--- src/verilog/mem_pkg.sv ---
// memory path package: bus widths, RAM geometry, address map and response codes
package mem_pkg;

   // request channel
   localparam int ADDR_WIDTH = 16;
   localparam int DATA_WIDTH = 128;
   localparam int STRB_WIDTH = DATA_WIDTH / 8;
   localparam int ID_WIDTH   = 4;

   // RAM window, 16 KB at the bottom of the address map
   localparam int BRAM_ADDR_WIDTH = 14;
   localparam int LINE_OFFSET     = $clog2(STRB_WIDTH); // byte within a line
   localparam int BRAM_LINES      = (2 ** BRAM_ADDR_WIDTH) * 8 / DATA_WIDTH;

   // also the master's credit count after reset
   localparam int REQ_DEPTH = 4;

   typedef logic [ADDR_WIDTH-1:0]                  addr_t;
   typedef logic [BRAM_ADDR_WIDTH-LINE_OFFSET-1:0] line_addr_t;
   typedef logic [DATA_WIDTH-1:0]                  data_t;
   typedef logic [STRB_WIDTH-1:0]                  strb_t;
   typedef logic [ID_WIDTH-1:0]                    id_t;

   // same encodings as the AXI resp field
   typedef enum logic [1:0] {
      resp_okay   = 2'b00,
      resp_decerr = 2'b11
   } resp_e;

endpackage

--- src/verilog/addr_router.sv ---
// address router: RAM window decode, decode-error path and ordered response merge
`timescale 1ns/100ps

module addr_router (
   input  logic                ram_clk,
   input  logic                arst_n,

   // popped request
   input  logic                q_valid,
   input  logic                q_write,
   input  mem_pkg::id_t        q_id,
   input  mem_pkg::addr_t      q_addr,
   input  mem_pkg::data_t      q_wdata,
   input  mem_pkg::strb_t      q_strb,

   // to BRAM controller
   output logic                b_valid,
   output logic                b_write,
   output mem_pkg::id_t        b_id,
   output mem_pkg::line_addr_t b_line,
   output mem_pkg::data_t      b_wdata,
   output mem_pkg::strb_t      b_strb,
   input  logic                b_resp_valid,
   input  mem_pkg::id_t        b_resp_id,
   input  mem_pkg::data_t      b_resp_rdata,

   // merged response
   output logic                resp_valid,
   output mem_pkg::id_t        resp_id,
   output mem_pkg::resp_e      resp_code,
   output mem_pkg::data_t      resp_rdata
);

   logic         in_win;
   logic         err_v1;
   logic         err_v2;
   mem_pkg::id_t err_id1;
   mem_pkg::id_t err_id2;

   // anything above the RAM window is a decode error
   assign in_win = (q_addr[mem_pkg::ADDR_WIDTH-1:mem_pkg::BRAM_ADDR_WIDTH] == '0);

   assign b_valid = q_valid && in_win;
   assign b_write = q_write;
   assign b_id    = q_id;
   assign b_line  = q_addr[mem_pkg::BRAM_ADDR_WIDTH-1:mem_pkg::LINE_OFFSET];
   assign b_wdata = q_wdata;
   assign b_strb  = q_strb;

   // error path matches the two BRAM controller stages, keeps order
   always_ff @(posedge ram_clk or negedge arst_n) begin
      if (!arst_n) begin
         err_v1 <= 1'b0;
         err_v2 <= 1'b0;
      end else begin
         err_v1 <= q_valid && !in_win;
         err_v2 <= err_v1;
      end
   end

   always_ff @(posedge ram_clk) begin
      err_id1 <= q_id;
      err_id2 <= err_id1;
   end

   // at most one of the two paths is valid per cycle
   always_ff @(posedge ram_clk or negedge arst_n) begin
      if (!arst_n) begin
         resp_valid <= 1'b0;
         resp_code  <= mem_pkg::resp_okay;
      end else begin
         resp_valid <= b_resp_valid || err_v2;
         resp_code  <= err_v2 ? mem_pkg::resp_decerr : mem_pkg::resp_okay;
      end
   end

   always_ff @(posedge ram_clk) begin
      resp_id    <= err_v2 ? err_id2 : b_resp_id;
      resp_rdata <= err_v2 ? '0 : b_resp_rdata;   // decerr carries no data
   end

endmodule

--- config.mk ---
export PLATFORM = sky130hd
export DESIGN_NAME = addr_router
export DESIGN_NICKNAME = d
export VERILOG_FILES = /design/src/verilog/mem_pkg.sv /design/src/verilog/addr_router.sv
export SDC_FILE = /design/constraint.sdc
export NUM_CORES = 1
export LEC_CHECK = 0
export BUFFER_PORTS_ARGS = -buffer_cell sky130_fd_sc_hd__buf_2
export CAP_MARGIN = 40
export CORE_AREA = 2 2 231 233
export DETAILED_ROUTE_END_ITERATION = 8
export DIE_AREA = 0 0 233 235
export PLACE_DENSITY = 0.31
export SYNTH_ARGS = -nofsm -noshare
export SYNTH_HDL_FRONTEND = slang
export SYNTH_SLANG_ARGS = --single-unit
--- constraint.sdc ---
create_clock -name ram_clk -period 0.9 [get_ports ram_clk]
set_input_delay 0.27 -clock ram_clk [delete_from_list [all_inputs] [get_ports ram_clk]]
set_output_delay 0.27 -clock ram_clk [all_outputs]
set_load 0.05 [all_outputs]
==> results.py <==
metrics = {
    "outcome": {
        "status": "complete, but fails checks",
        "violations": "setup timing",
    },
    "route": {
        "vias": 3557,
        "viasPerCell": 2.71,
        "ant_nets": 0,
        "drc": 0,
        "drt_iter0_markers": 67,
        "avgRoutedWirePerCell_um": 19.6,
        "first_pass_iters": 3,
        "wl_mm": 25.7,
    },
    "grt": {
        "grtUsageMet3_pct": 6.23,
        "top_usage_layer": "met2",
        "use_met2_pct": 16.5,
        "grt_start_max_net_pins": 17,
        "grt_overflow": 0,
        "grt_pass1_wl_mm": 33.1,
        "use_met1_pct": 7.31,
        "first_global_vias": 3767,
        "antenna_found_initial": 6,
        "gr-usage-all-layers_pct": 9.16,
    },
    "cells_and_area": {
        "area_growth_pct": 85.2,
        "insertedDiodeCount": 0,
        "nFillCells": 5682,
        "num-nets-final": 914,
        "drive_above_1_share_pct": 84.5,
        "design_area_mm2": 0.00934,
    },
    "setup_path": {
        "crit_path_top_delay_cell": "dfrtp_2",
        "cp.required_ns": 0.63,
        "cp.depth": 1,
        "worstReg2RegEnd": "resp_id[1]",
        "rrSetupSlack_ns": -0.32,
        "crit_arrival_ns": 1.06,
        "r2r-start": "err_v2",
        "crit_family": "flip-flops",
        "cp-start-kind": "flop",
        "max_stage_delay_ns": 0.46,
        "path_buf_inv": 1,
        "cp-endpoint": "resp_code[0]",
        "worstSetupPathType": "flop to output pin",
        "crit_path_cell_trace": "buf_6",
        "reg2reg_depth": 2,
        "cp_max_fo": 2,
        "crit_start": "resp_code[0]",
        "endpoint_kind": "output pin",
    },
    "flow_run": {
        "maxCapViolCount": 0,
    },
    "die": {
        "rows": 84,
        "fp.dieW_um": 233,
        "die_area_mm2": 0.0548,
        "start_util_pct": 9.66,
        "core_area_mm2": 0.0522,
        "ioPinCount": 596,
        "die_y_um": 235,
    },
    "yosys": {
        "syn-cell-area_mm2": 0.00504,
        "synth_fa_ha_area_share_pct": 0,
        "synthesis.nets": 754,
        "synthSimpleGateAreaFrac_pct": 16.1,
        "synth_area_leaders": "dfxtp_1 56%, buf_4 24%, nor2b_1 16%",
        "synth_seq_area_share_pct": 57.6,
        "synth_cell_types": 12,
        "synth_compound_area_share_pct": 0.149,
        "synth_xor_area_share_pct": 0,
        "synth_top_family_by_area": "buffers and inverters",
        "ys_seq_elements": 144,
        "synth_mux_area_share_pct": 0.893,
        "synth_top_cell_by_area": "dfxtp_1",
        "ys_warn_count": 0,
        "syn_inst": 453,
        "post_synth.cell_area_avg_um2": 11.1,
        "synth_top_area_share_pct": 55.6,
    },
    "timing": {
        "setup_viol": 270,
        "rsz0062_at_grt": "true",
        "postLayoutSetupSlackWorst_ns": -0.428,
        "tightest_slew_ns": 0.271,
        "period_minus_slack_ns": 1.33,
        "layout_worst_path_cycle_share_pct": 148,
        "hold_violations": 0,
        "max_freq_ghz": 0.753,
        "report.final.slew_viol_count": 0,
        "relSlewSlack_pct": 81.9,
        "fin_skew_ns": 0.0101,
        "holdWs_ns": 0.0328,
    },
    "place": {
        "dp_hpwl_mm": 20.7,
        "dpl_cell_area_mm2": 0.00653,
        "dp_slack_ns": -0.216,
        "io_buffers": 281,
        "gp_congestion": 0.700,
    },
    "clock_network": {
        "cts_tree": "yes",
        "cts_sinks": 144,
        "insertion_delay_ns": 0.43,
        "clkTransAtPathRegs_ns": 0.06,
        "cts_htree_levels": 4,
        "cts_max_path_buffers": 2,
        "cts_root_buf": "clkbuf_16",
        "numCtsBuffers": 17,
    },
    "pwr": {
        "cellLeakagePower_nw": 4.02,
        "power_density_mw_per_mm2": 2050,
        "ir_worst_vdd_v": 0.00124,
    },
    "hold_path": {
        "hp-class": "primary input to flop",
        "min_path_cells": 2,
    },
}
[cells in the final DEF (no fill, tap or decap), drive strengths merged]
cell type	instances
mux2	4
dlygate4sd3	1
o21a	1
buf	314
clkinv	2
nor2b	128
bufinv	3
dfrtp	4
clkinvlp	5
dfxtp	140
inv	1
nor3b	1
or2	1
clkbuf	21
[repair_timing]
item	in CTS	in global routing
hold endpoints to repair	4	0
buffers inserted	4	2
resized for setup	508	89
cloned	15	0
setup endpoints to repair	265	270
hold buffers	1	0
pin swaps	1	0
[power breakdown]
part / internal (mW) / switching [mW] / total, mW
Combinational: 2.00 / 2.20 / 4.21
Clock: 4.68 / 3.04 / 7.71
Sequential: 6.89 / 0.302 / 7.19
Total: 13.6 / 5.54 / 19.1
[cell families after synthesis]
family	count (synthesis)
buffers and inverters	174
DFF	144
and+or+nand+nor	130
muxes	4
AOI/OAI and AO/OA	1
[per-stage QoR]
stage / utilization (%) / power [mW] / instances / TNS [ns]
floorplan: - / 10.8 / 453 / -0.603
global placement: 12.5 / 10.1 / 1264 / -13.89
detailed placement: 12.5 / 10.1 / 1264 / -15.13
CTS: 17.3 / 19.4 / 1316 / -75.42
global route: 17.9 / 19.9 / 1314 / -77.26
finish: 17.9 / 19.1 / 1314 / -65.46
[final cells by class]
class	count	area [µm²]	area share, %
Clock inverter	11	154	1.65
Sequential cell	144	3080	33.0
Tap cell	688	861	9.22
Timing Repair Buffer	315	3540	37.9
Multi-Input combinational cell	135	1220	13.1
Clock buffer	21	480	5.14
[registers in the layout, summed over array words and instances, names as in the netlist]
register and cells:
err_v1 1, resp_id 4, err_id2 4, resp_valid 1
err_v2 1, resp_code 1, err_id1 4, resp_rdata 128
[per-layer routing]
metal | up-vias | routed length [µm]
met5 | - | 34
met4 | 6 | 1200
met3 | 100 | 3980
met2 | 357 | 13400
met1 | 1555 | 7140
li1 | 1539 | -
[synth_stat cells]
cell type	instances
buf_4	161
dfxtp_1	140
nor2b_1	128
buf_2	7
clkbuf_1	5
dfrtp_1	4
mux2_2	3
buf_6	1
mux2_1	1
nor3b_1	1
o21a_1	1
or2_1	1
[worst min-delay path by stage]
stage	from	end	slack, ns
2_1_floorplan	arst_n	err_v1	-0.03
3_3_place_gp	arst_n	resp_valid	0.14
3_5_place_dp	arst_n	resp_valid	0.14
4_1_cts	b_resp_valid	resp_valid	0.002
5_1_grt	b_resp_rdata[57]	resp_rdata[57]	0.009
6_report	b_resp_valid	resp_valid	0.03
Note: power is estimated with default switching activity, not from simulation.
