<file path="config.mk">
export PLATFORM = sky130hd
export DESIGN_NAME = bram_ctrl
export DESIGN_NICKNAME = d
export VERILOG_FILES = /design/src/verilog/mem_pkg.sv /design/src/verilog/bram_ctrl.sv
export SDC_FILE = /design/constraint.sdc
export NUM_CORES = 1
export LEC_CHECK = 0
export BUFFER_PORTS_ARGS = -buffer_cell sky130_fd_sc_hd__buf_4
export CAP_MARGIN = 10
export CORE_AREA = 2 2 227 229
export DETAILED_ROUTE_END_ITERATION = 10
export DIE_AREA = 0 0 229 231
export HOLD_SLACK_MARGIN = 0.1
export PLACE_DENSITY = 0.41
export SLEW_MARGIN = 20
export SYNTH_ARGS = -nofsm -noshare
export SYNTH_HDL_FRONTEND = slang
export SYNTH_SLANG_ARGS = --single-unit
</file>
<file path="constraint.sdc">
create_clock -name ram_clk -period 2.2 [get_ports ram_clk]
set_input_delay 0.44 -clock ram_clk [delete_from_list [all_inputs] [get_ports ram_clk]]
set_output_delay 0.44 -clock ram_clk [all_outputs]
set_load 0.02 [all_outputs]
</file>
<file path="src/verilog/mem_pkg.sv">
// memory path package: bus widths, RAM geometry, address map and response codes
package mem_pkg;

   // request channel
   localparam int ADDR_WIDTH = 16;
   localparam int DATA_WIDTH = 128;
   localparam int STRB_WIDTH = DATA_WIDTH / 8;
   localparam int ID_WIDTH   = 4;

   // RAM window, 16 KB at the bottom of the address map
   localparam int BRAM_ADDR_WIDTH = 14;
   localparam int LINE_OFFSET     = $clog2(STRB_WIDTH); // byte within a line
   localparam int BRAM_LINES      = (2 ** BRAM_ADDR_WIDTH) * 8 / DATA_WIDTH;

   // also the master's credit count after reset
   localparam int REQ_DEPTH = 4;

   typedef logic [ADDR_WIDTH-1:0]                  addr_t;
   typedef logic [BRAM_ADDR_WIDTH-LINE_OFFSET-1:0] line_addr_t;
   typedef logic [DATA_WIDTH-1:0]                  data_t;
   typedef logic [STRB_WIDTH-1:0]                  strb_t;
   typedef logic [ID_WIDTH-1:0]                    id_t;

   // same encodings as the AXI resp field
   typedef enum logic [1:0] {
      resp_okay   = 2'b00,
      resp_decerr = 2'b11
   } resp_e;

endpackage

</file>
<file path="src/verilog/bram_ctrl.sv">
// BRAM controller: request to RAM strobes, two-stage response with read data
`timescale 1ns/100ps

module bram_ctrl (
   input  logic                ram_clk,
   input  logic                arst_n,

   input  logic                b_valid,
   input  logic                b_write,
   input  mem_pkg::id_t        b_id,
   input  mem_pkg::line_addr_t b_line,
   input  mem_pkg::data_t      b_wdata,
   input  mem_pkg::strb_t      b_strb,

   output logic                b_resp_valid,
   output mem_pkg::id_t        b_resp_id,
   output mem_pkg::data_t      b_resp_rdata,

   // RAM port
   output logic                ram_en,
   output mem_pkg::strb_t      ram_we,
   output mem_pkg::line_addr_t ram_line,
   output mem_pkg::data_t      ram_wrdata,
   input  mem_pkg::data_t      ram_rddata
);

   logic         v1;
   logic         wr1;
   mem_pkg::id_t id1;

   assign ram_en     = b_valid;
   assign ram_we     = (b_valid && b_write) ? b_strb : '0;  // reads write nothing
   assign ram_line   = b_line;
   assign ram_wrdata = b_wdata;

   always_ff @(posedge ram_clk or negedge arst_n) begin
      if (!arst_n) begin
         v1           <= 1'b0;
         b_resp_valid <= 1'b0;
      end else begin
         v1           <= b_valid;
         b_resp_valid <= v1;
      end
   end

   // stage 2 samples the line read at the stage 1 edge
   always_ff @(posedge ram_clk) begin
      wr1          <= b_write;
      id1          <= b_id;
      b_resp_id    <= id1;
      b_resp_rdata <= wr1 ? '0 : ram_rddata;
   end

endmodule

</file>
==> results of run 1 <==
metrics by stage:
stage	cell area [µm²]	total power, mW	util (%)	hold WS [ns]
floorplan	4880	3.43	-	0.144
global placement	6850	3.53	13.5	0.232
detailed placement	6850	3.53	13.5	0.230
CTS	7500	6.70	14.8	0.105
global route	7500	6.83	14.8	0.145
finish	7500	6.50	14.8	0.162
final timing paths:
| path | from | end | slack [ns] | cells after the start |
|---|---|---|---|---|
| setup / recovery | b_resp_valid$_DFF_PN0_ | b_resp_valid | 0.76 | 1 |
| hold / removal | ram_rddata[15] | b_resp_rdata[15]$_SDFF_PP0_ | 0.16 | 2 |
| setup reg to reg | wr1$_DFF_P_ | b_resp_rdata[1]$_SDFF_PP0_ | 1.00 | 1 |
| hold reg to reg | id1[0]$_DFF_P_ | b_resp_id[0]$_DFF_P_ | 0.33 | 0 |
| max in group asynchronous | arst_n | v1$_DFF_PN0_ | 1.82 | 2 |
| min in group asynchronous | arst_n | b_resp_valid$_DFF_PN0_ | 0.29 | 2 |
kinds of logic after synthesis:
group	after synthesis	synth area share (%)
simple gates	144	18.5
buf+inv	155	24.2
flops	139	57.3
state kept, by name, indices dropped and copies added, names as in the netlist:
register and flops:
v1 1, id1 4, b_resp_valid 1, wr1 1, b_resp_id 4, b_resp_rdata 128
power by group:
group | total [mW] | internal [mW] | leakage (nW) | switching (mW)
registers | 2.70 | 2.65 | 1.17 | 0.0471
logic | 0.762 | 0.413 | 1.90 | 0.349
clock network | 3.04 | 1.71 | 0.288 | 1.33
total | 6.50 | 4.78 | 3.36 | 1.73
cell type report:
type | count | area (µm²) | share of cell area [%]
Multi-Input combinational cell | 144 | 901 | 12.0
Tap cell | 680 | 851 | 11.3
Clock buffer | 17 | 425 | 5.67
Timing Repair Buffer | 308 | 2350 | 31.3
Sequential cell | 139 | 2800 | 37.3
Clock inverter | 15 | 178 | 2.37
cell usage in the layout (no fill, tap or decap):
cell type,Yosys,routed
inv_8,0,3
bufinv_16,0,2
clkbuf_16,0,17
dfrtp_1,2,2
buf_4,145,301
nor2b_1,128,128
clkinvlp_4,0,3
and3_1,16,16
dfxtp_1,137,136
buf_12,0,2
inv_6,0,6
dlygate4sd3_1,0,5
dfxtp_4,0,1
clkinv_4,0,1
metal layers:
layer  track usage [%]  vias to the layer above  wire length (µm)  part of all wire, %
met2              16.8                      367             13300                   54
met1              5.65                     1449              5500                   22
met3              8.71                       55              4900                   20
met5                 0                        -                 0                    0
li1                  -                     1540                 -                    -
met4              4.79                        0               787                  3.2
==> impl_results.rst, run 1 <==
.. list-table::
   :header-rows: 1

   * - Metric
     - Value
   * - Maximum cell stage delay along the critical path
     - 0.38 ns
   * - Post-Place Cells
     - 1266
   * - Measured slew at the worst slew-check pin
     - 0.614 ns
   * - Max Freq
     - 0.696 GHz
   * - Number of antenna violations at the first check in global routing
     - 2
   * - Pre-CTS WS
     - 0.808 ns
   * - Via Count
     - 3411
   * - Number of buffers inserted for hold repair after clock tree synthesis
     - 5
   * - Required time of the critical path
     - 1.76 ns
   * - Final routed wirelength across all metal layers
     - 24.5 mm
   * - Antenna Nets Post-Route
     - 0
   * - Final cell count without fillers
     - 1303
   * - Detailed Place HPWL
     - 20.7 mm
   * - Top-level I/O count
     - 578
   * - Buffers from clock root to sink, at most
     - 2
   * - Critical-path cell list
     - buf_4
   * - Wire per inst
     - 18.8 µm
   * - Clock latency at the later pin of the worst-skew pair
     - 0.49 ns
   * - Height of the chip
     - 231 µm
   * - Critical path start-end classification
     - reg -> out
   * - Last weighted congestion value of the routability-driven placer
     - 0.880
   * - Initial cell density of the core
     - 9.62%
   * - Number of design-rule violations left by the first detailed-router iteration
     - 113
   * - Critical-path maximum fanout
     - 1
   * - Area fraction of the dominant cell type after synthesis
     - 56.2%
   * - Top-count cell post-synth
     - buf_4
   * - Max rail drop VDD
     - 0.443 mV
   * - Post-synthesis async set-or-reset flop share
     - 1.44%
   * - Leading cell types by total area after synthesis
     - dfxtp_1 (56%), buf_4 (22%), nor2b_1 (16%), and3_1 (2.1%), buf_6 (1.6%)
   * - Avg Cell Area, Syn
     - 11.1 µm²
   * - Pin count of the biggest net entering global routing
     - 50
   * - CTS H-tree depth
     - 4
   * - CTS tree
     - yes
   * - Total CTS buffers
     - 17
   * - Worst Setup End Kind
     - primary output
   * - Register bit total from synthesis
     - 139
   * - CTS root buffer
     - clkbuf_16
   * - Number of instances in the synthesized netlist
     - 438
   * - Leakage power figure
     - 3.36 nW
   * - Vias in the first global route
     - 3473
   * - Area of the die
     - 52900 µm²
   * - Reg clk slew, reported paths
     - 0.08 ns
   * - Dominant cell type by area after synthesis
     - dfxtp_1
   * - Layout cells sized above 1
     - 53.9%
   * - PostCTS Resize Cnt
     - 0
   * - Final period utilization
     - 65.3%
   * - Crit path buf inv count
     - 1
   * - Count of final hold-check violations
     - 0
   * - Shortest period the worst path allows
     - 1.44 ns
   * - Hold crit path type
     - in -> reg
   * - Most used standard cells in the synthesized netlist
     - buf_4 (145), dfxtp_1 (137), nor2b_1 (128)
   * - Post-route DRC violation count
     - 0
   * - Synthesized netlist net count
     - 728
   * - Final critical-path setup slack
     - 0.763 ns
   * - Final Max Slew Viols
     - 0
   * - Antenna diodes
     - 0
   * - Sequential cell area fraction in the yosys report
     - 57.3%
   * - Post-Route Skew
     - 0.0250 ns
   * - Headroom to the max-slew limit
     - 59.0%
   * - Status
     - finished, final reports clean
   * - # fillers
     - 5759
   * - Layout overhead on the synthesized area
     - 53.8%
   * - Type of element launching the critical path
     - flip-flop
   * - Master of the slowest instance on the critical path
     - dfrtp_1
   * - Maxcap violations
     - 0
   * - Total core area
     - 50700 µm²
   * - WP data arrival
     - 1.00 ns
   * - Warnings from Yosys
     - 0
   * - Synth Cell Area
     - 4880 µm²
   * - First-pass DRT Iterations
     - 4
   * - Via-to-Cell Ratio
     - 2.62
   * - Number of synthesized flops with an enable pin
     - 0
   * - Count of input and output buffers
     - 301
   * - Sum of negative setup slack
     - 0 ns
   * - Distinct cells, synth
     - 8
   * - Final layout net count
     - 900
   * - Total Routing Usage GR
     - 9.12%
   * - Die X
     - 229 µm
   * - Buffer count from post-CTS setup fixing
     - 0
   * - Gate family responsible for the most delay along the worst path
     - flip-flops
   * - Global-route wire length before repair
     - 31.2 mm
   * - GRT overflow
     - 0
   * - Cell Rows
     - 83
   * - Main synth FF type
     - dfxtp_1
   * - Clock sinks
     - 139
   * - Power density cells
     - 867 nW/µm²
   * - Setup repair after global routing missed its margin
     - false
   * - Final setup viols
     - 0
(Power assumes the default switching activity.)
==> inputs of run 2 (changes only) <==
- ABC_AREA: not set -> 1
- CORE_AREA: 2 2 227 229 -> 2 2 225 227
- DIE_AREA: 0 0 229 231 -> 0 0 227 229
- clock period: 2.2 -> 1.4 ns (I/O delays scaled with it)
==> run 2 against run 1 <==
Against the previous run: via count up 29%; first-iteration DRC count down 8.0%; non-clock buffer count up 140; sequential power up 57%; sequential share of layout area down 6.6 points; register-to-register slack worse by 0.60 ns; critical path depth unchanged; routed wire length up 2.5%; count of clock-buffer cells in the layout up 1; worst setup slack worse by 0.65 ns; combinational power up 110%; synthesized cell count up 33%; largest cell class is now non-clock buffers.
==> impl_results.rst, run 2 <==
.. list-table::
   :header-rows: 1

   * - Metric
     - Value
   * - Status
     - finished, final reports clean (unchanged)
   * - GRT overflow
     - 0 (unchanged)
   * - Critical path start-end classification
     - reg -> out (unchanged)
   * - Clock sinks
     - 139 (unchanged)
   * - Final routed wirelength across all metal layers
     - 25.1 mm (was 24.5 mm)
   * - Logic pwr share
     - 14.6% (was 11.7%)
   * - Hold crit path type
     - reg -> reg (was in -> reg)
   * - Power density cells
     - 1190 nW/µm² (was 867 nW/µm²)
   * - Via Count
     - 4384 (was 3411)
   * - Type of element launching the critical path
     - flip-flop (unchanged)
   * - Number of synthesized flops with an enable pin
     - 0 (unchanged)
   * - Warnings from Yosys
     - 0 (unchanged)
   * - Antenna Nets Post-Route
     - 0 (unchanged)
   * - # fillers
     - 5560 (was 5759)
   * - Final setup viols
     - 0 (unchanged)
   * - Post-route DRC violation count
     - 0 (unchanged)
   * - Pin count of the biggest net entering global routing
     - 31 (was 50)
   * - Max rail drop VDD
     - 0.705 mV (was 0.443 mV)
   * - Leading cell types in the layout, fill and taps excluded
     - buf_4 (309), inv_1 (144), nor2_1 (144) (was buf_4 (301), dfxtp_1 (136), nor2b_1 (128))
   * - Net switching fraction of the power
     - 25.0% (was 26.6%)
   * - Area of the die
     - 52000 µm² (was 52900 µm²)
   * - Synthesized netlist net count
     - 872 (was 728)
   * - Global Route met2 Usage
     - 17.9% (was 16.8%)
   * - Post-synthesis async set-or-reset flop share
     - 1.44% (unchanged)
   * - Main synth FF type
     - dfxtp_1 (unchanged)
   * - Critical-path cell list
     - buf_4 (unchanged)
   * - Most common cell after layout, fill and taps aside
     - buf_4 (unchanged)
   * - Setup repair after global routing missed its margin
     - false (unchanged)
   * - CTS H-tree depth
     - 4 (unchanged)
   * - Gate family responsible for the most delay along the worst path
     - flip-flops (unchanged)
   * - Die X
     - 227 µm (was 229 µm)
   * - Wire per inst
     - 15.9 µm (was 18.8 µm)
   * - Global route hottest layer
     - met2 (unchanged)
   * - Height of the chip
     - 229 µm (was 231 µm)
   * - Master of the slowest instance on the critical path
     - dfrtp_1 (unchanged)
   * - Pre-CTS WS
     - 0.256 ns (was 0.808 ns)
   * - Most used standard cells in the synthesized netlist
     - inv_1 (144), nor2_1 (144), buf_4 (141) (was buf_4 (145), dfxtp_1 (137), nor2b_1 (128))
   * - CTS tree
     - yes (unchanged)
   * - Last weighted congestion value of the routability-driven placer
     - 0.851 (was 0.880)
   * - Layout cells sized above 1
     - 38.0% (was 53.9%)
   * - Final Max Slew Viols
     - 0 (unchanged)
   * - First-pass DRT Iterations
     - 4 (unchanged)
   * - Number of instances in the synthesized netlist
     - 582 (was 438)
   * - Initial cell density of the core
     - 10.2% (was 9.62%)
   * - Cell Rows
     - 82 (was 83)
   * - Required time of the critical path
     - 1.12 ns (was 1.76 ns)
   * - Count of final hold-check violations
     - 0 (unchanged)
   * - Count of input and output buffers
     - 301 (unchanged)
   * - Antenna diodes
     - 0 (unchanged)
   * - Vias in the first global route
     - 4466 (was 3473)
   * - Post-placement cell area
     - 7100 µm² (was 6850 µm²)
   * - Sum of negative setup slack
     - 0 ns (unchanged)
   * - Clock latency at the later pin of the worst-skew pair
     - 0.47 ns (was 0.49 ns)
   * - Measured slew at the worst slew-check pin
     - 0.291 ns (was 0.614 ns)
   * - Worst Setup End Kind
     - primary output (unchanged)
   * - GR Layer Usage met3
     - 8.11% (was 8.71%)
   * - CTS root buffer
     - clkbuf_16 (unchanged)
   * - Number of design-rule violations left by the first detailed-router iteration
     - 104 (was 113)
   * - Headroom to the max-slew limit
     - 80.6% (was 59.0%)
   * - Distinct cells, synth
     - 7 (was 8)
   * - Number of buffers inserted for hold repair after clock tree synthesis
     - 136 (was 5)
   * - Worst-case hold slack
     - 0.331 ns (was 0.162 ns)
   * - Registers with the most flip-flops
     - b_resp_rdata x128, b_resp_id x4, id1 x4 (unchanged)
   * - Switch Pwr
     - 2.71 mW (was 1.73 mW)
   * - Internal Dissipation
     - 8.12 mW (was 4.78 mW)
   * - WP data arrival
     - 1.00 ns (about the same)
   * - Met1 track utilization from global routing
     - 5.34% (was 5.65%)
   * - PostCTS Resize Cnt
     - 0 (unchanged)
   * - Final layout net count
     - 1185 (was 900)
   * - Total Routing Usage GR
     - 9.47% (was 9.12%)
   * - Total core area
     - 49700 µm² (was 50700 µm²)
   * - Post-route cell area
     - 9110 µm² (was 7500 µm²)
   * - Number of antenna violations at the first check in global routing
     - 0 (was 2)
   * - Detailed Place HPWL
     - 20.4 mm (was 20.7 mm)
   * - Flop pwr share
     - 39.1% (was 41.5%)
   * - Leakage power figure
     - 4.66 nW (was 3.36 nW)
   * - Critical-path maximum fanout
     - 1 (unchanged)
   * - Relative contribution of the clock network to total power
     - 46.4% (was 46.8%)
   * - Total CTS buffers
     - 17 (unchanged)
   * - Buffers from clock root to sink, at most
     - 2 (unchanged)
   * - Maximum cell stage delay along the critical path
     - 0.38 ns (about the same)
   * - Power after layout
     - 10.8 mW (was 6.50 mW)
   * - Layout overhead on the synthesized area
     - 79.3% (was 53.8%)
   * - Register bit total from synthesis
     - 139 (unchanged)
   * - Post-Route Skew
     - 0.0165 ns (was 0.0250 ns)
   * - Synth Cell Area
     - 5080 µm² (was 4880 µm²)
   * - Final critical-path setup slack
     - 0.117 ns (was 0.763 ns)
   * - Leading cell types by total area after synthesis
     - dfxtp_1 (54%), buf_4 (21%), inv_1 (11%), nor2_1 (11%), buf_6 (2.9%) (was dfxtp_1 (56%), buf_4 (22%), nor2b_1 (16%), and3_1 (2.1%), buf_6 (1.6%))
   * - Flip-flop count of the largest register, all copies and words added
     - 128 (unchanged)
   * - Buffer count from post-CTS setup fixing
     - 0 (unchanged)
   * - Avg Cell Area, Syn
     - 8.73 µm² (was 11.1 µm²)
   * - Dominant cell type by area after synthesis
     - dfxtp_1 (unchanged)
   * - Reg clk slew, reported paths
     - 0.07 ns (was 0.08 ns)
   * - Final period utilization
     - 91.6%
   * - Maxcap violations
     - 0 (unchanged)
   * - Top-level I/O count
     - 578 (unchanged)
   * - Area fraction of the dominant cell type after synthesis
     - 54.0% (was 56.2%)
   * - Via-to-Cell Ratio
     - 2.77 (was 2.62)
   * - Sequential cell area fraction in the yosys report
     - 54.9% (was 57.3%)
   * - Crit path buf inv count
     - 1 (unchanged)
   * - Shortest period the worst path allows
     - 1.28 ns
   * - Global-route wire length before repair
     - 32.7 mm (was 31.2 mm)
   * - Max Freq
     - 0.780 GHz
   * - Register containing the most flip-flops in the final layout
     - b_resp_rdata (unchanged)
==> run 2: cell types whose count changed after synthesis, moves of 2 or more <==
| cell | change |
|---|---|
| and3_1 | -16 |
| buf_2 | -2 |
| buf_4 | -4 |
| buf_6 | +6 |
| inv_1 | +144 |
| nor2_1 | +144 |
| nor2b_1 | -128 |
==> run 2: worst paths after layout <==
path	startpoint	to	slack, ns	cells past startpoint
worst max-delay path	b_resp_valid$_DFF_PN0_	b_resp_valid	0.12	1
worst min-delay path	id1[3]$_DFF_P_	b_resp_id[3]$_DFF_P_	0.33	0
min in group asynchronous	arst_n	b_resp_valid$_DFF_PN0_	0.71	3
worst max register to register	wr1$_DFF_P_	b_resp_rdata[90]$_SDFF_PP0_	0.40	3
worst min register to register	id1[3]$_DFF_P_	b_resp_id[3]$_DFF_P_	0.33	0
max in group asynchronous	arst_n	v1$_DFF_PN0_	0.51	3
==> run 2: metal layers <==
metal	wire length, µm	vias up
met1	5700	1842
met2	13500	384
met5	70	-
met4	1180	2
met3	4620	65
li1	-	2091
==> run 2: final cells by class <==
class                   count  area, µm²  area share (%)
clock buffers              18        439            4.82
clock inverters            14        210            2.31
inverters                 144        541            5.93
multi-input cells         145        544            5.97
flip-flops and latches    139       2800            30.7
well taps                 672        841            9.23
repair buffers            448       3740            41.1
==> run 2: power by group through the flow <==
stage               Sequential, mW  Combinational [mW]  Clock, mW
floorplan                     4.57               0.842          0
global placement              4.32                1.28          0
detailed placement            4.32                1.28          0
CTS                           4.23                1.60       5.30
global route                  4.25                1.70       5.41
finish                        4.23                1.58       5.02
==> run 2: kinds of logic after synthesis <==
| group | synth area share, % |
|---|---|
| buffers and inverters | 34.3 |
| DFF | 54.9 |
| and+or+nand+nor | 10.7 |
==> run 2: metrics by stage <==
stage,utilization [%],instances
finish,18.4,1580
floorplan,-,582
CTS,18.4,1580
global placement,14.3,1412
detailed placement,14.3,1412
global route,18.4,1580
