===== config.mk =====
export PLATFORM = sky130hd
export DESIGN_NAME = req_queue
export DESIGN_NICKNAME = d
export VERILOG_FILES = /design/src/verilog/mem_pkg.sv /design/src/verilog/req_queue.sv
export SDC_FILE = /design/constraint.sdc
export NUM_CORES = 1
export LEC_CHECK = 0
export BUFFER_PORTS_ARGS = -buffer_cell sky130_fd_sc_hd__clkbuf_2
export CORE_MARGIN = 8
export CORE_UTILIZATION = 51
export DETAILED_ROUTE_END_ITERATION = 6
export GPL_TIMING_DRIVEN = 0
export PLACE_DENSITY_LB_ADDON = 0.05
export SYNTH_ARGS = -nofsm -noshare
export SYNTH_HDL_FRONTEND = slang
export SYNTH_SLANG_ARGS = --single-unit
export TNS_END_PERCENT = 20

===== constraint.sdc =====
create_clock -name ram_clk -period 5 [get_ports ram_clk]
set_clock_uncertainty 0.05 [all_clocks]
set_input_delay 0.75 -clock ram_clk [delete_from_list [all_inputs] [get_ports ram_clk]]
set_output_delay 0.75 -clock ram_clk [all_outputs]
set_load 0.02 [all_outputs]

===== src/verilog/mem_pkg.sv =====
// memory path package: bus widths, RAM geometry, address map and response codes
package mem_pkg;

   // request channel
   localparam int ADDR_WIDTH = 16;
   localparam int DATA_WIDTH = 128;
   localparam int STRB_WIDTH = DATA_WIDTH / 8;
   localparam int ID_WIDTH   = 4;

   // RAM window, 16 KB at the bottom of the address map
   localparam int BRAM_ADDR_WIDTH = 14;
   localparam int LINE_OFFSET     = $clog2(STRB_WIDTH); // byte within a line
   localparam int BRAM_LINES      = (2 ** BRAM_ADDR_WIDTH) * 8 / DATA_WIDTH;

   // also the master's credit count after reset
   localparam int REQ_DEPTH = 4;

   typedef logic [ADDR_WIDTH-1:0]                  addr_t;
   typedef logic [BRAM_ADDR_WIDTH-LINE_OFFSET-1:0] line_addr_t;
   typedef logic [DATA_WIDTH-1:0]                  data_t;
   typedef logic [STRB_WIDTH-1:0]                  strb_t;
   typedef logic [ID_WIDTH-1:0]                    id_t;

   // same encodings as the AXI resp field
   typedef enum logic [1:0] {
      resp_okay   = 2'b00,
      resp_decerr = 2'b11
   } resp_e;

endpackage


===== src/verilog/req_queue.sv =====
// request queue: circular buffer of requests, one credit returned per pop
`timescale 1ns/100ps

module req_queue #(
   parameter int REQ_DEPTH = mem_pkg::REQ_DEPTH
) (
   input  logic            ram_clk,
   input  logic            arst_n,

   input  logic            req_valid,
   input  logic            req_write,
   input  mem_pkg::id_t    req_id,
   input  mem_pkg::addr_t  req_addr,
   input  mem_pkg::data_t  req_wdata,
   input  mem_pkg::strb_t  req_strb,
   output logic            req_credit,

   output logic            q_valid,
   output logic            q_write,
   output mem_pkg::id_t    q_id,
   output mem_pkg::addr_t  q_addr,
   output mem_pkg::data_t  q_wdata,
   output mem_pkg::strb_t  q_strb
);

   localparam int PTR_WIDTH = (REQ_DEPTH > 1) ? $clog2(REQ_DEPTH) : 1;
   localparam int CNT_WIDTH = $clog2(REQ_DEPTH + 1);

   logic           write_mem [REQ_DEPTH];
   mem_pkg::id_t   id_mem    [REQ_DEPTH];
   mem_pkg::addr_t addr_mem  [REQ_DEPTH];
   mem_pkg::data_t wdata_mem [REQ_DEPTH];
   mem_pkg::strb_t strb_mem  [REQ_DEPTH];

   logic [PTR_WIDTH-1:0] wr_ptr;
   logic [PTR_WIDTH-1:0] rd_ptr;
   logic [CNT_WIDTH-1:0] count;
   logic                 pop;

   assign pop        = (count != '0);   // router never stalls
   assign req_credit = pop;
   assign q_valid    = pop;

   always_ff @(posedge ram_clk or negedge arst_n) begin
      if (!arst_n) begin
         wr_ptr <= '0;
         rd_ptr <= '0;
         count  <= '0;
      end else begin
         if (req_valid)
            wr_ptr <= (wr_ptr == PTR_WIDTH'(REQ_DEPTH - 1)) ? '0 : wr_ptr + 1'b1;
         if (pop)
            rd_ptr <= (rd_ptr == PTR_WIDTH'(REQ_DEPTH - 1)) ? '0 : rd_ptr + 1'b1;
         count <= count + CNT_WIDTH'(req_valid) - CNT_WIDTH'(pop);
      end
   end

   // payload storage
   always_ff @(posedge ram_clk) begin
      if (req_valid) begin
         write_mem[wr_ptr] <= req_write;
         id_mem[wr_ptr]    <= req_id;
         addr_mem[wr_ptr]  <= req_addr;
         wdata_mem[wr_ptr] <= req_wdata;
         strb_mem[wr_ptr]  <= req_strb;
      end
   end

   assign q_write = write_mem[rd_ptr];
   assign q_id    = id_mem[rd_ptr];
   assign q_addr  = addr_mem[rd_ptr];
   assign q_wdata = wdata_mem[rd_ptr];
   assign q_strb  = strb_mem[rd_ptr];

endmodule

==> impl_metrics.ini, run 1 <==
[status]
status = finished, final reports clean

[clocking]
post_cts_buffers = 0
worstSkewPairLatency_ps = 570
cts.clk_slew.worst_paths_ps = 60
cts-root-to-sink-buffers = 3
tritoncts = done
cts_max_level = 3
root_buffer = clkbuf_16
cts_resized = 0
cts_hold_buffers = 1
numCtsBuffers = 69
cts_num_sinks = 667

[routing]
via_per_inst = 5.44
firstDrtPassIters = 4
drc = 0
ant_nets = 0
route.vias.total = 10779
drt_iter0_drc = 653
wl_per_cell_um = 24.8
wl_mm = 49.1

[sta]
slew_headroom_pct = 35.8
setup_viol = 0
worst_slack_ps = 1430
drv_slew = 0
fin_crit_ps = 3570
timing.fmax_mhz = 280
worst_pin_slew_ps = 963
period_share_pct = 71.3
setup_tns_ps = 0
hold_viol = 0
rsz0062_at_grt = no

[synthesis]
yosys-top-cells-area = edfxtp_1 (82%), mux4_2 (15%), buf_6 (0.74%)
synthesis.area_um2 = 24200
synthArstFlopShare_pct = 1.05
synth_top_cell_by_area = edfxtp_1
synthesis.nets = 1074
yosysUniqueCellTypes = 19
synthCells = 898
ys_warn_count = 0
yosysTopAreaCellShare_pct = 81.8
synth.top_cells.by_count = edfxtp_1 (660), mux4_2 (165), buf_2 (16), buf_6 (16)
ys.flop_type = edfxtp_1
ys_ff_latch = 667
synth_edf_count = 660
postSynthAreaPerCell_um2 = 27.0
synth_most_common_cell = edfxtp_1
yosysSeqAreaShare_pct = 82.5

[floorplan]
core-area_um2 = 47300
ios = 335
dieWidth_um = 234
fp-row-count = 80
dieArea_um2 = 54700
start_util_pct = 51.2
die_h_um = 234

[grt]
grt_start_max_net_pins = 56
grt_antenna_before_repair = 8
grt_use_total_pct = 18.1
grt_pass1_wl_mm = 72.4
overflow = 0
grt_pass1_vias = 11620

[power]
ir_worst_vdd_mv = 0.410
p_leak_uw = 0.0100
power.density_nw_per_um2 = 611

[place]
routabilityCongestion = 0.701
place_ws_ps = 1930
dp.cells = 1859
place_hpwl_mm = 32.4
placement.io_buffers = 334

[flow_run]
maxCapViolCount = 0

[setup_path]
cp-end-kind = output pin
critical_path_class = register to output pin
slowest_stage = clkbuf_1
required_ps = 4200
arrival_ps = 2770
cp_cell_sequence = clkbuf_1, buf_2, mux4_2, clkbuf_2
crit_fanout = 10
start_kind = register
max_stage_delay_ps = 740

[cells_and_area]
final_core_util_pct = 61.5
fin_nets = 1492
syn2layout_area_growth_pct = 20.1
final_cells = 1981
layout-drive-gt1-share_pct = 46.8

[hold_path]
hold_path_class = input pin to register
-- final timing paths --
kind,from,to,slack (ps),cells after the start
max reg2reg,wr_ptr[0],wdata_mem[2][77],2610,5
max in group asynchronous,arst_n,count[0],4180,2
min in group asynchronous,arst_n,rd_ptr[1],540,2
max,rd_ptr[1],q_wdata[9],1430,4
min reg2reg,count[2],count[2],430,1
min,req_wdata[121],wdata_mem[1][121],330,1
-- cell usage in the layout, fill, tap and decap left out, types with 2 or more instances in the layout --
cell,Yosys,final
and2_4,0,4
buf_1,2,2
buf_12,0,2
buf_16,0,10
buf_2,16,16
buf_4,3,3
buf_6,16,16
bufinv_16,0,3
clkbuf_1,1,21
clkbuf_16,0,73
clkbuf_2,0,334
clkinv_1,0,11
clkinv_2,0,8
dfrtp_1,7,7
diode_2,0,6
edfxtp_1,660,660
ha_1,7,7
inv_1,6,6
mux2_2,2,2
mux4_2,165,165
o21ai_0,2,2
xnor2_1,2,2
-- power by group --
group          switching [uW]  internal [uW]
Combinational            3420           2290
Clock                    1940           2800
Sequential                176           7150
-- worst max-delay path: cells and delay by family (launching register included) --
kind     cells  cell delay [ps]
buf+inv      3             1350
flops        1              430
mux          1              400
-- stage by stage --
stage	hold slack, ps	power, uW	instance area (um^2)
6_report	332	17800	29100
5_1_grt	306	18600	29100
4_1_cts	293	18100	29100
3_5_place_dp	422	13300	27000
3_3_place_gp	415	13400	26700
2_1_floorplan	389	11300	24200
-- kinds of logic (layout without fill, tap and decap cells) --
group | Yosys count | after routing | share of synthesized area [%]
DFF | 667 | 667 | 82.5
muxes | 167 | 167 | 15.4
buffers and inverters | 44 | 506 | 1.31
adders and majority gates | 8 | 8 | 0.444
and+or+nand+nor | 8 | 8 | 0.196
AOI/OAI and AO/OA | 2 | 2 | 0.0413
xor gates and xnor gates | 2 | 2 | 0.0723
other | 0 | 6 | 0
-- metal layers --
layer	routed length (um)	vias to the layer above	track usage, %
li1	-	4752	-
met4	936	6	5.70
met3	3720	68	6.08
met2	24900	285	29.9
met1	19600	5668	22.6
met5	37	-	0
-- registers in the layout, indices dropped and copies added, names as in the netlist --
signal,flops
strb_mem,64
rd_ptr,2
count,3
id_mem,16
wdata_mem,512
write_mem,4
wr_ptr,2
addr_mem,64
-- cell type report --
type	count	area, um^2
antenna	6	15.0
buffer	38	294
clock buffer	93	1900
clock inverter	22	171
fill	3357	18200
inverter	6	22.5
multi-input combinational	187	3930
sequential	667	20000
tap	615	769
timing repair buffer	347	2000
Note: power is estimated with default switching activity, not from simulation.
==> inputs of run 2 (changes only) <==
==> constraint.sdc (replaced) <==
create_clock -name ram_clk -period 2.9 [get_ports ram_clk]
set_clock_uncertainty 0.05 [all_clocks]
set_input_delay 0.435 -clock ram_clk [delete_from_list [all_inputs] [get_ports ram_clk]]
set_output_delay 0.435 -clock ram_clk [all_outputs]
set_load 0.02 [all_outputs]
==> run 2 against run 1 <==
Global-route usage is 0.26 points higher. Critical path depth stayed put. Critical endpoint is now q_wdata[93]. Cell count is 4.9% higher. Combinational power is 75% higher. Die area stayed put. Wire length is 1.6% higher. Largest cell class unchanged.
==> impl_metrics.ini, run 2 (same netlist as run 1, synthesis figures left out) <==
[floorplan]
start_util_pct = 51.2
ios = 335
core-area_um2 = 47300
dieArea_um2 = 54700
die_h_um = 234
fp-row-count = 80
dieWidth_um = 234

[cells_and_area]
fill_cells = 3244
final_core_util_pct = 63.7
largest_reg_flops = 512
reg_top3 = wdata_mem: 512 flops, addr_mem: 64 flops, strb_mem: 64 flops
fin_nets = 1589
mostFrequentLayoutCell = edfxtp_1
syn2layout_area_growth_pct = 24.4
final_area_um2 = 30200
regMostFlops = wdata_mem
final_cell_mix = edfxtp_1 (660), clkbuf_2 (334), mux4_2 (165)
layout-drive-gt1-share_pct = 43.9

[place]
place_hpwl_mm = 31.7
placement.io_buffers = 334
routabilityCongestion = 0.715
place_area_um2 = 27000

[setup_path]
crit_path_start = rd_ptr[1]
r2r-start = count[1]
required_ps = 2410
endpoint = q_wdata[93]
cp-end-kind = output pin
r2r_end = count[2]
rrSetupSlack_ps = 580
start_kind = register
critical_path_class = register to output pin
arrival_ps = 2270
r2r_cells = 8
crit_fanout = 10

[sta]
timing.fmax_mhz = 363
drv_slew = 0
slew_headroom_pct = 55.2
whs_ps = 37.8
period_share_pct = 95.1
fin_crit_ps = 2760
setup_tns_ps = 0
worst_pin_slew_ps = 672
setup_viol = 0
hold_viol = 0
rsz0062_at_grt = no

[clocking]
cts_num_sinks = 667
numCtsBuffers = 68
root_buffer = clkbuf_16
worstSkewPairLatency_ps = 570
tritoncts = done
post_cts_buffers = 0
cts.clk_slew.worst_paths_ps = 60
cts_max_level = 3
cts-root-to-sink-buffers = 3

[grt]
overflow = 0
grt_pass1_wl_mm = 73.9
grt_start_max_net_pins = 59
grt_use_total_pct = 18.4
grt_pass1_vias = 11982
grt_antenna_before_repair = 8

[routing]
drt_iter0_drc = 665
wl_mm = 49.9
via_per_inst = 5.37
firstDrtPassIters = 5
ant_nets = 0
wl_per_cell_um = 24.0
route.vias.total = 11153
drc = 0

[flow_run]
maxCapViolCount = 0

[power]
p_leak_uw = 0.0105
ir_worst_vdd_mv = 0.700
power.density_nw_per_um2 = 1030

[hold_path]
hold_path_class = input pin to register

[status]
status = finished, final reports clean
run 2: changes by cell type in the layout (fill, tap and decap cells not counted), sizes merged:
| cell | previous run | this run |
|---|---|---|
| buf | 49 | 47 |
| bufinv | 3 | 4 |
| clkbuf | 428 | 430 |
| clkinv | 19 | 21 |
| clkinvlp | 0 | 1 |
| diode | 6 | 1 |
| dlygate4sd3 | 1 | 99 |
run 2: final cells by class:
cell class,instances,area [um^2],area share (%)
timing repair buffer,445,2990,9.92
clock inverter,26,216,0.718
tap,615,769,2.55
inverter,6,22.5,0.0747
sequential,667,20000,66.3
clock buffer,93,1920,6.37
buffer,38,305,1.01
antenna,1,2.50,0.00830
multi-input combinational,187,3930,13.0
run 2: critical path, cell delays in order (launching register included):
cell and delay [ps]:
dfrtp_1 440, buf_2 320, buf_2 360, mux4_2 390, clkbuf_2 180
run 2: worst min path at each step:
stage	from	depth (start not counted)	endpoint	slack (ps)
final	req_strb[11]	1	strb_mem[2][11]	40
after global routing	req_wdata[13]	1	wdata_mem[3][13]	5
after CTS	req_strb[11]	1	strb_mem[2][11]	0.01
after detailed placement	arst_n	1	rd_ptr[0]	250
after global placement	arst_n	1	rd_ptr[0]	230
after floorplan	arst_n	0	count[0]	90
run 2: through the flow:
step / power [uW] / instances / setup WS, ps
final: 31000 / 2078 / 142
after global routing: 32400 / 2078 / 9.15
after CTS: 31600 / 2077 / 34.8
after detailed placement: 23100 / 1859 / 50.1
after global placement: 23000 / 1847 / -1990
after floorplan: 19500 / 898 / -233
run 2: power by group:
group	total, uW	internal [uW]	switching (uW)	leakage (uW)
sequential	12600	12300	309	0.00614
clock	8310	4980	3340	0.00104
combinational	10000	4050	5970	0.00329
run 2: layer usage:
| layer | share of wire [%] | vias up | GRT usage (%) |
|---|---|---|---|
| li1 | - | 4968 | - |
| met1 | 40 | 5819 | 23.4 |
| met2 | 51 | 283 | 30.4 |
| met3 | 7.1 | 71 | 5.66 |
| met4 | 1.9 | 12 | 5.51 |
| met5 | 0.18 | - | 0 |
run 2: timing repair:
action / in CTS / in global routing
gates resized for setup: 3 / 2
endpoints found under the hold margin: 366 / 0
hold buffers: 99 / 0
endpoints found under the setup margin: 100 / 8
==> inputs of run 3 (changes only) <==
==> constraint.sdc (replaced) <==
create_clock -name ram_clk -period 2.9 [get_ports ram_clk]
set_clock_uncertainty 0.05 [all_clocks]
set_input_delay 0.435 -clock ram_clk [delete_from_list [all_inputs] [get_ports ram_clk]]
set_output_delay 0.435 -clock ram_clk [all_outputs]
set_load 0.05 [all_outputs]
==> run 3 against run 2 <==
Final area up 0.15%. Die area unchanged. Largest power group is now combinational cells. Register-to-register slack about the same. Non-clock buffer count unchanged. Global-route usage about the same. Critical path type unchanged. Fmax down 0.91%. First-iteration DRC count down 5.6%. Total power up 11%.
==> impl_metrics.ini, run 3 (same netlist as run 1, synthesis figures left out) <==
[cells_and_area]
largest_reg_flops = 512
final_core_util_pct = 63.8
layout-drive-gt1-share_pct = 43.9
syn2layout_area_growth_pct = 24.6
regMostFlops = wdata_mem
reg_top3 = wdata_mem: 512 flops, addr_mem: 64 flops, strb_mem: 64 flops
mostFrequentLayoutCell = edfxtp_1
seq_area_um2 = 20000
fill_cells = 3246
final_cell_mix = edfxtp_1 (660), clkbuf_2 (308), mux4_2 (165)
fin_nets = 1589
multiInputGateArea_um2 = 3930

[setup_path]
r2r-start = count[1]
start_kind = register
endpoint = q_wdata[29]
arrival_ps = 2300
critical_path_class = register to output pin
required_ps = 2410
r2r_cells = 8
r2r_end = count[2]
rrSetupSlack_ps = 580
crit_path_start = rd_ptr[0]
crit_fanout = 10
cp-end-kind = output pin

[grt]
grt_antenna_before_repair = 8
grt_use_met1_pct = 23.4
grt_use_total_pct = 18.4
grtUsageMet2_pct = 30.4
overflow = 0
gr-usage-met3_pct = 5.66
grt_pass1_vias = 11980
grt_start_max_net_pins = 59
grt.busiest_layer = met2
grt_pass1_wl_mm = 73.9

[place]
placement.io_buffers = 334
routabilityCongestion = 0.715
place_hpwl_mm = 31.7

[sta]
rsz0062_at_grt = no
timing.fmax_mhz = 359
worst_pin_slew_ps = 688
fin_crit_ps = 2780
slew_headroom_pct = 54.1
setup_viol = 0
drv_slew = 0
hold_viol = 0
period_share_pct = 96.0

[clocking]
worstSkewPairLatency_ps = 570
root_buffer = clkbuf_16
tritoncts = done
cts-root-to-sink-buffers = 3
cts.clk_slew.worst_paths_ps = 60
cts_max_level = 3
numCtsBuffers = 68
post_cts_buffers = 0
cts_num_sinks = 667

[power]
power.density_nw_per_um2 = 1140
p_leak_uw = 0.0105
ir_worst_vdd_mv = 0.881
fin_total_pwr_uw = 34400

[routing]
drt_iter0_drc = 628
via_per_inst = 5.36
ant_nets = 0
drc = 0
firstDrtPassIters = 4
route.vias.total = 11137
wl_mm = 50.0
wl_per_cell_um = 24.1

[floorplan]
dieArea_um2 = 54700
fp-row-count = 80
core-area_um2 = 47300
ios = 335
dieWidth_um = 234
start_util_pct = 51.2
die_h_um = 234

[hold_path]
hold_path_class = input pin to register

[status]
status = finished, final reports clean

[flow_run]
maxCapViolCount = 0
==> run 3: cell types whose count changed in the layout (fill, tap and decap cells not counted), sizes merged <==
cell	before	now
buf	47	66
clkbuf	430	411
==> run 3: worst max-delay path, cell delays in order, from the launching register on <==
cell and delay [ps]:
dfrtp_1 360, buf_6 130, buf_8 200, buf_6 220, mux4_2 560, buf_2 240
==> run 3: how the worst min path moves through the flow <==
stage | slack [ps] | to | cells after the start | startpoint
floorplan | 90 | count[0] | 0 | arst_n
global placement | 230 | rd_ptr[0] | 1 | arst_n
detailed placement | 250 | rd_ptr[0] | 1 | arst_n
CTS | 0.01 | strb_mem[2][11] | 1 | req_strb[11]
global route | 5 | wdata_mem[3][13] | 1 | req_wdata[13]
finish | 40 | wdata_mem[3][50] | 1 | req_wdata[50]
==> run 3: through the flow <==
stage	setup slack (ps)	instances	hold slack [ps]	area, um^2	setup TNS (ps)
6_report	117	2078	37.3	30200	0
5_1_grt	0.172	2078	5.27	30200	0
4_1_cts	-16.2	2077	0.0133	30200	-135
3_5_place_dp	-31.0	1859	247	27000	-170
3_3_place_gp	-1990	1847	235	26700	-1036790
2_1_floorplan	-233	898	89.4	24200	-97440
==> run 3: report_power, final <==
part           leakage [uW]  switching (uW)  total [uW]  internal (uW)
sequential          0.00614             309       12600          12300
clock               0.00104            3340        8310           4980
combinational       0.00330            9350       13500           4110
total                0.0105           13000       34400          21400
==> run 3: layout make-up <==
| class | count | share of cell area (%) |
|---|---|---|
| Clock buffer | 93 | 6.36 |
| Inverter | 6 | 0.0746 |
| Clock inverter | 26 | 0.717 |
| Multi-Input combinational cell | 187 | 13.0 |
| Tap cell | 615 | 2.55 |
| Timing Repair Buffer | 445 | 9.91 |
| Buffer | 38 | 1.16 |
| Sequential cell | 667 | 66.2 |
| Antenna cell | 1 | 0.00829 |
==> run 3: per-layer routing <==
| metal | wire [um] | share of wire (%) |
|---|---|---|
| met1 | 20100 | 40 |
| met2 | 25400 | 51 |
| met3 | 3490 | 7.0 |
| met4 | 951 | 1.9 |
| met5 | 88 | 0.18 |
==> run 3: timing repair <==
action | in CTS | in global routing
endpoints found under the hold margin | 366 | 0
endpoints found under the setup margin | 114 | 130
gates resized for setup | 7 | 41
hold buffers | 99 | 0
